[config.mk]
export PLATFORM = sky130hd
export DESIGN_NAME = fsab_response
export DESIGN_NICKNAME = d
export VERILOG_FILES = /design/src/verilog/fsab_mem_pkg.sv /design/src/verilog/fsab_response.sv
export SDC_FILE = /design/constraint.sdc
export NUM_CORES = 1
export LEC_CHECK = 0
export BUFFER_PORTS_ARGS = -buffer_cell sky130_fd_sc_hd__buf_2
export CAP_MARGIN = 5
export CORE_AREA = 2 2 133 135
export CTS_CLUSTER_SIZE = 14
export DETAILED_ROUTE_END_ITERATION = 10
export DIE_AREA = 0 0 135 137
export SYNTH_ARGS = -nofsm -noshare
export SYNTH_HDL_FRONTEND = slang
export SYNTH_SLANG_ARGS = --single-unit
[constraint.sdc]
create_clock -name clk -period 0.9 [get_ports clk]
set_input_delay 0.18 -clock clk [delete_from_list [all_inputs] [get_ports clk]]
set_output_delay 0.18 -clock clk [all_outputs]
set_load 0.02 [all_outputs]
[src/verilog/fsab_mem_pkg.sv]
package fsab_mem_pkg;

	// FSAB field widths
	localparam int FSAB_DATA_W  = 64;
	localparam int FSAB_MASK_W  = FSAB_DATA_W / 8;    // One enable per byte
	localparam int FSAB_ADDR_W  = 32;
	localparam int FSAB_LEN_W   = 4;
	localparam int FSAB_LEN_MAX = 8;                  // Longest burst in beats
	localparam int FSAB_DID_W   = 4;                  // Shared by did and subdid

	// Credits handed to the master out of reset
	localparam int FSAB_CREDITS = 4;
	localparam int DATA_Q_DEPTH = FSAB_CREDITS * FSAB_LEN_MAX;

	// Queue pointer widths
	localparam int REQ_PTR_W  = $clog2(FSAB_CREDITS);
	localparam int DATA_PTR_W = $clog2(DATA_Q_DEPTH);

	// Bank geometry
	localparam int N_BANKS    = 4;
	localparam int BANK_SEL_W = $clog2(N_BANKS);
	localparam int BANK_WORDS = 64;
	localparam int BANK_IDX_W = $clog2(BANK_WORDS);

	// Byte address to word address
	localparam int WORD_SHIFT = $clog2(FSAB_MASK_W);
	localparam int WADDR_W    = BANK_SEL_W + BANK_IDX_W;   // Bank in the low bits

	typedef logic [FSAB_DATA_W-1:0] fsab_data_t;
	typedef logic [FSAB_MASK_W-1:0] fsab_mask_t;
	typedef logic [FSAB_ADDR_W-1:0] fsab_addr_t;
	typedef logic [FSAB_LEN_W-1:0]  fsab_len_t;
	typedef logic [FSAB_DID_W-1:0]  fsab_did_t;
	typedef logic [BANK_IDX_W-1:0]  bank_idx_t;

	typedef enum logic {
		FSAB_READ  = 1'b0,
		FSAB_WRITE = 1'b1
	} fsab_mode_e;

	// Dispatcher states
	typedef enum logic {
		DISP_IDLE  = 1'b0,
		DISP_BURST = 1'b1
	} disp_state_e;

endpackage

[src/verilog/fsab_response.sv]
`timescale 1ns/100ps

module fsab_response (
	input  logic                             clk,
	input  logic                             rst_b,
	input  logic [fsab_mem_pkg::N_BANKS-1:0] rd_valid,
	input  fsab_mem_pkg::fsab_data_t         rd_data [fsab_mem_pkg::N_BANKS],
	input  logic                             rd_issue,
	input  fsab_mem_pkg::fsab_did_t          rd_did,
	input  fsab_mem_pkg::fsab_did_t          rd_subdid,
	input  logic                             rd_first,
	output logic                             fsabi_valid,
	output fsab_mem_pkg::fsab_did_t          fsabi_did,
	output fsab_mem_pkg::fsab_did_t          fsabi_subdid,
	output fsab_mem_pkg::fsab_data_t         fsabi_data
);

	// Issue tags one cycle late, in step with the bank read port
	logic                    iss_d;
	logic                    first_d;
	fsab_mem_pkg::fsab_did_t did_d;
	fsab_mem_pkg::fsab_did_t subdid_d;

	// Bank data select
	logic                     any_valid;
	fsab_mem_pkg::fsab_data_t sel_data;

	always_ff @(posedge clk or negedge rst_b) begin
		if (!rst_b) begin
			iss_d   <= 1'b0;
			first_d <= 1'b0;
		end else begin
			iss_d   <= rd_issue;
			first_d <= rd_issue && rd_first;
		end
	end

	always_ff @(posedge clk) begin
		if (rd_issue && rd_first) begin
			did_d    <= rd_did;         // Only the opening beat carries a new tag
			subdid_d <= rd_subdid;
		end
	end

	assign any_valid = |rd_valid;

	// OR-mux, at most one bank answers per cycle
	always_comb begin
		sel_data = '0;
		for (int b = 0; b < fsab_mem_pkg::N_BANKS; b++) begin
			if (rd_valid[b]) begin
				sel_data = sel_data | rd_data[b];
			end
		end
	end

	always_ff @(posedge clk or negedge rst_b) begin
		if (!rst_b) begin
			fsabi_valid <= 1'b0;
		end else begin
			fsabi_valid <= any_valid;
		end
	end

	always_ff @(posedge clk) begin
		if (any_valid) begin
			fsabi_data <= sel_data;
		end
		// Tag stays put until the next burst opens
		if (first_d) begin
			fsabi_did    <= did_d;
			fsabi_subdid <= subdid_d;
		end
	end

	one_bank: assert property (@(posedge clk) disable iff (!rst_b)
		$onehot0(rd_valid))
		else $error("fsab_response: several banks answered at once");

	// Each bank strobe must line up with a delayed read issue
	issue_match: assert property (@(posedge clk) disable iff (!rst_b)
		any_valid == iss_d)
		else $error("fsab_response: bank data out of step with issue");

endmodule

==> results.txt, run 1 <==
----------------------------------------------------
[Detailed routing]
  Starting DRC count in detailed routing ... 274
  Drt wl/cell ... 15.6 um
  Number of vias after detailed routing ... 4036
  # DRC ... 0
  Post-route antenna net violation count ... 0
  Vias/cell ... 4.57
  DR pass1 iterations ... 4
  Total wire length ... 13.7 mm

[Synth]
  Cell taking the most area after synthesis ... sky130_fd_sc_hd__edfxtp_1
  Most frequent cells after synthesis ... sky130_fd_sc_hd__a22oi_1, sky130_fd_sc_hd__edfxtp_1, sky130_fd_sc_hd__nand2_1, sky130_fd_sc_hd__buf_6, sky130_fd_sc_hd__a22oi_2
  Share of synthesized registers carrying an async set or reset ... 2.44%
  EDFF count, synth ... 80
  Cell area after technology mapping ... 0.00407 mm^2
  Part of the Yosys area used for sequential elements ... 60.3%
  Post-synthesis cell count ... 304
  Top post-synthesis cells by area ... sky130_fd_sc_hd__edfxtp_1, sky130_fd_sc_hd__a22oi_1, sky130_fd_sc_hd__a22oi_2, sky130_fd_sc_hd__buf_6, sky130_fd_sc_hd__nand2_1
  Yosys warnings ... 0
  Mapped Nets ... 576
  Average instance area after synthesis ... 13.4 um^2
  Post-synthesis sequential element count ... 82
  Library cells used by synthesis ... 9
  Synth Flop Type ... sky130_fd_sc_hd__edfxtp_1
  Most used standard cell by instance count after synthesis ... sky130_fd_sc_hd__a22oi_1
  Area share of the largest cell type after synthesis ... 59.0%

[Floorplan]
  Initial Util ... 23.9%
  Die area ... 0.0185 mm^2
  Die Wd ... 135 um
  Row count ... 48
  Die height ... 137 um
  Top-Level Pins ... 345
  Core area ... 0.0171 mm^2

[Place]
  Gp weighted congestion ... 0.794
  Placed inst area ... 0.00598 mm^2
  Detail Placement HPWL ... 10.6 mm
  Quantity of I/O buffers inserted on ports ... 344
  Placement-stage worst setup slack ... -0.459 ns

[STA]
  Final TNS setup ... -19.96 ns
  Setup violations, final ... 138
  Number of pins with negative max-slew slack in the final report ... 0
  Final period utilization ... 124%
  Transition time at the pin with the least slew margin ... 0.504 ns
  Shortest period the worst path allows ... 1.12 ns
  Headroom to the max-slew limit ... 66.4%
  Max Freq ... 893 MHz
  Final number of hold-violating endpoints ... 0
  RSZ-0062 raised after global routing ... true
  Final setup skew ... 0.00794 ns
  Setup slack after layout ... -0.219 ns

[Worst setup path]
  Data required time of the worst path ... 1.01 ns
  Type of element capturing the critical path ... register
  Path type of the worst setup path ... input pin to register
  Element type at the critical path start ... input pin
  CP Data Arrival Time ... 1.23 ns
  Register-to-Register Setup Slack ... 0.06 ns
  Critical Path Fanout Max ... 5

[Clock network]
  Clock Sinks ... 82
  Worst-case clock buffer depth ... 2
  Master cell of the clock root buffer ... sky130_fd_sc_hd__clkbuf_16
  Number of levels the H-tree was split into ... 3
  Cts bufs inserted ... 9
  CTS tree ... built
  Latest clock arrival within the worst-skew pair ... 0.34 ns
  Clock transition time at the flip-flop clock pins of the worst setup and hold paths ... 0.06 ns

[Final layout]
  Final-stage net count ... 925
  Number of inserted filler cells in the final layout ... 1700
  Area of the multi-input gates ... 0.00137 mm^2
  Post-route cell area ... 0.00681 mm^2
  Layout-stage area growth over the synthesis result ... 67.3%
  Sequential cell area in the final layout ... 0.00245 mm^2
  Antenna fix cells ... 0
  Share of cells above drive strength 1 ... 62.2%

[Power and ir drop]
  Areal power density over the cells ... 1610 mW/mm^2
  Overall power of the completed layout ... 10.9 mW
  Maximum vdd drop ... 955 uV
  Leak pwr ... 3.08 nW

[Global route]
  Largest net degree at the start of global routing ... 65
  Initial antenna violation count ... 0
  Via count of the first global-routing pass ... 3791
  Total overflow reported by the global router ... 0
  GRT Util Overall ... 14.1%
  First-pass GRT wire length ... 19.7 mm

[Min path]
  Class of the tightest hold or removal check ... input pin to register

[Run]
  Max cap viols ... 0

[Run status]
  Status ... complete, but fails checks
  Violated checks ... setup timing

----------------------------------------------------
==> where the power goes <==
part / internal, mW / total, mW / leakage [nW] / switching (mW)
combinational: 1.32 / 2.58 / 2.14 / 1.26
clock: 1.95 / 3.59 / 0.142 / 1.64
sequential: 4.62 / 4.77 / 0.797 / 0.148
==> layer usage <==
metal	global-route usage (%)	vias to the layer above	wire length [um]
met3	4.41	22	1240
met4	6.02	0	261
met1	16.1	1850	5150
met2	24.5	232	7090
met5	0	-	0
li1	-	1932	-
==> worst paths after layout <==
check	start	to	cells past startpoint
setup / recovery	rd_valid[2]	fsabi_data[43]	4
setup reg to reg	first_d	fsabi_subdid[0]	0
min in group asynchronous	rst_b	first_d	2
max in group asynchronous	rst_b	fsabi_valid	2
hold reg to reg	subdid_d[0]	fsabi_subdid[0]	0
hold / removal	rd_subdid[0]	subdid_d[0]	1
==> stage by stage <==
step                instances  hold WS (ns)  util [%]
floorplan                 304        -0.116         -
global placement          857       -0.0314      35.1
detailed placement        857       -0.0295      35.1
CTS                       883       0.00334      39.2
global route              883       0.00120      39.9
finish                    883        0.0221      39.9
==> critical path: stages <==
cell and delay [ns]:
sky130_fd_sc_hd__buf_6 0.09, sky130_fd_sc_hd__or4_4 0.63, sky130_fd_sc_hd__buf_12 0.19, sky130_fd_sc_hd__buf_16 0.13
==> repair_timing <==
action | in CTS | in global routing
endpoints found under the setup margin | 139 | 141
buffers inserted | 1 | 0
endpoints found under the hold margin | 6 | 0
resized for setup | 74 | 42
gates cloned | 4 | 0
hold buffers | 5 | 0
pin swaps | 1 | 1
==> layout make-up <==
cell class,instances,share of cell area [%]
Multi-Input combinational cell,194,20.2
Timing Repair Buffer,366,35.3
Tap cell,225,4.14
Clock buffer,9,3.31
Clock inverter,7,0.993
Sequential cell,82,36.0
==> logic make-up after synthesis <==
kind of cell    Yosys count  synth area share [%]
flops                    82                  60.3
compound gates          128                  26.2
simple gates             66                  6.24
buf+inv                  28                  7.29
==> cells in the final DEF (no fill, tap or decap) <==
cell | netlist | routed
sky130_fd_sc_hd__buf_12 | 0 | 6
sky130_fd_sc_hd__and2_1 | 1 | 1
sky130_fd_sc_hd__dfrtp_1 | 2 | 2
sky130_fd_sc_hd__clkbuf_16 | 0 | 9
sky130_fd_sc_hd__or4_4 | 0 | 1
sky130_fd_sc_hd__clkinv_4 | 0 | 1
sky130_fd_sc_hd__dlygate4sd3_1 | 0 | 5
sky130_fd_sc_hd__buf_16 | 0 | 4
sky130_fd_sc_hd__buf_2 | 0 | 289
sky130_fd_sc_hd__clkinvlp_4 | 0 | 1
sky130_fd_sc_hd__buf_4 | 5 | 5
sky130_fd_sc_hd__inv_8 | 0 | 3
sky130_fd_sc_hd__a22oi_1 | 107 | 97
sky130_fd_sc_hd__a22oi_2 | 21 | 31
sky130_fd_sc_hd__nand2_1 | 64 | 64
sky130_fd_sc_hd__inv_6 | 0 | 2
sky130_fd_sc_hd__buf_6 | 23 | 57
sky130_fd_sc_hd__edfxtp_1 | 80 | 80
==> sequential cells by signal, indices dropped and copies added (netlist names) <==
name	flops
first_d	1
fsabi_valid	1
fsabi_data	64
fsabi_subdid	4
did_d	4
subdid_d	4
fsabi_did	4
No activity file was read; power rests on OpenSTA's default activity.
==> run 2, diff against run 1 <==
- CORE_AREA: 2 2 133 135 -> 2 2 136 138
- DIE_AREA: 0 0 135 137 -> 0 0 138 140
- clock period: 0.9 -> 1.4 ns (I/O delays scaled with it)
==> results.txt, run 2 (synthesized netlist as in run 1, its figures left out) <==
----------------------------------------------------
[Run status]
  Status ... completed

[Place]
  Placed insts ... 865
  Quantity of I/O buffers inserted on ports ... 344
  Placed inst area ... 0.00593 mm^2
  Gp weighted congestion ... 0.756
  Placement-stage worst setup slack ... -0.0468 ns
  Detail Placement HPWL ... 11.7 mm

[Worst setup path]
  Chain of cells forming the critical path ... buf_2
  Type of element capturing the critical path ... primary output
  Family with the most delay on the worst path ... flip-flops
  CP Data Arrival Time ... 0.93 ns
  Data required time of the worst path ... 1.12 ns
  Critical Path Fanout Max ... 1
  Crit-path slowest cell ... sky130_fd_sc_hd__edfxtp_1
  Path type of the worst setup path ... register to primary output
  Worst path buffer plus inverter count ... 1
  Element type at the critical path start ... register
  Worst stage delay on the critical path ... 0.41 ns

[Final layout]
  Layout-stage area growth over the synthesis result ... 53.1%
  Leading cell types in the layout, fill and taps excluded ... sky130_fd_sc_hd__buf_2, sky130_fd_sc_hd__a22oi_1, sky130_fd_sc_hd__edfxtp_1, sky130_fd_sc_hd__nand2_1, sky130_fd_sc_hd__a22oi_2
  Number of inserted filler cells in the final layout ... 1824
  Utilization after layout ... 35.0%
  Share of cells above drive strength 1 ... 60.9%
  Final-stage net count ... 920
  Count of non-filler cells in the finished layout ... 883
  Largest register FFs ... 64
  Most common library cell in the layout ignoring fill and taps ... sky130_fd_sc_hd__buf_2
  Register with the most flip-flops ... fsabi_data
  Post-route cell area ... 0.00623 mm^2
  Sequential cell area in the final layout ... 0.00245 mm^2
  Area of the multi-input gates ... 0.00132 mm^2

[Run]
  Max cap viols ... 0

[Detailed routing]
  Number of vias after detailed routing ... 4073
  Post-route antenna net violation count ... 0
  Starting DRC count in detailed routing ... 150
  Total wire length ... 14.8 mm
  DR pass1 iterations ... 4
  Drt wl/cell ... 16.8 um
  # DRC ... 0
  Vias/cell ... 4.61

[STA]
  Setup slack after layout ... 0.193 ns
  RSZ-0062 raised after global routing ... false
  Transition time at the pin with the least slew margin ... 0.724 ns
  Final period utilization ... 86.2%
  Shortest period the worst path allows ... 1.21 ns
  Headroom to the max-slew limit ... 51.8%
  Setup violations, final ... 0
  Max Freq ... 829 MHz
  Final number of hold-violating endpoints ... 0
  Final setup skew ... 0.00608 ns
  Number of pins with negative max-slew slack in the final report ... 0

[Clock network]
  Number of levels the H-tree was split into ... 3
  CTS tree ... built
  Clock transition time at the flip-flop clock pins of the worst setup and hold paths ... 0.07 ns
  Worst-case clock buffer depth ... 2
  Cts bufs inserted ... 9
  Latest clock arrival within the worst-skew pair ... 0.34 ns
  Post-CTS setup-driven buffer insertion count ... 0
  Clock Sinks ... 82
  Master cell of the clock root buffer ... sky130_fd_sc_hd__clkbuf_16

[Power and ir drop]
  Internal power summed over all cells ... 4.85 mW
  Leak pwr ... 2.85 nW
  Maximum vdd drop ... 527 uV
  Part of the total power dissipated in combinational logic ... 21.3%
  Areal power density over the cells ... 1080 mW/mm^2
  Net switching power ... 1.88 mW
  Proportion of total power due to net switching ... 27.9%
  Power share of the sequential group ... 45.1%
  Clock network fraction of total power ... 33.7%
  Overall power of the completed layout ... 6.73 mW

[Floorplan]
  Die Wd ... 138 um
  Row count ... 49
  Top-Level Pins ... 345
  Die height ... 140 um
  Die area ... 0.0193 mm^2
  Core area ... 0.0178 mm^2
  Initial Util ... 22.9%

[Global route]
  Via count of the first global-routing pass ... 4124
  Largest net degree at the start of global routing ... 65
  Total overflow reported by the global router ... 0
  First-pass GRT wire length ... 22.8 mm
  GRT Util Overall ... 15.2%
  Initial antenna violation count ... 1

[Min path]
  Class of the tightest hold or removal check ... input pin to register

----------------------------------------------------
## run 2: cell count changes in the layout (fill, tap and decap cells not counted), sizes merged
cell         before  now
clkbuf            9   10
diode             0    1
clkinvlp          1    3
inv               5    2
buf             361  360
dlygate4sd3       5    1
## run 2: stage by stage
step	setup TNS, ns	hold WS, ns
2_1_floorplan	-3.97	-0.0156
3_3_place_gp	-2.07	0.0692
3_5_place_dp	-2.50	0.0683
4_1_cts	0	0.0867
5_1_grt	0	0.0892
6_report	0	0.114
## run 2: routing by layer
| layer | wire length (um) | vias up | track usage (%) |
|---|---|---|---|
| met5 | 13 | - | 0 |
| met4 | 279 | 2 | 5.26 |
| met3 | 1400 | 20 | 5.71 |
| met2 | 7500 | 254 | 26.6 |
| met1 | 5650 | 1874 | 17.0 |
| li1 | - | 1923 | - |
## run 2: layout make-up
class | instances | area share [%]
Multi-Input combinational cell | 194 | 21.2
Tap cell | 229 | 4.60
Antenna cell | 1 | 0.0402
Timing Repair Buffer | 361 | 30.1
Clock inverter | 6 | 0.783
Clock buffer | 10 | 3.84
Sequential cell | 82 | 39.4
## run 2: timing repair
action,CTS,global route
hold buffers,1,0
setup endpoints to repair,0,0
resized for setup,0,0
endpoints found under the hold margin,2,0
## run 2: final timing paths
check | to | cells after the start | slack, ns | from
max in group asynchronous | first_d | 2 | 1.06 | rst_b
max reg2reg | fsabi_did[2] | 0 | 0.44 | first_d
min | subdid_d[1] | 1 | 0.11 | rd_subdid[1]
max | fsabi_data[40] | 1 | 0.19 | fsabi_data[40]
min in group asynchronous | fsabi_valid | 2 | 0.25 | rst_b
min reg2reg | fsabi_did[2] | 0 | 0.42 | did_d[2]
## run 2: power by group through the flow
stage | Combinational (mW) | Clock [mW] | Sequential (mW)
6_report | 1.43 | 2.27 | 3.03
3_3_place_gp | 1.43 | 0 | 3.08
4_1_cts | 1.44 | 2.39 | 3.04
2_1_floorplan | 0.446 | 0 | 3.38
3_5_place_dp | 1.44 | 0 | 3.09
5_1_grt | 1.56 | 2.49 | 3.05
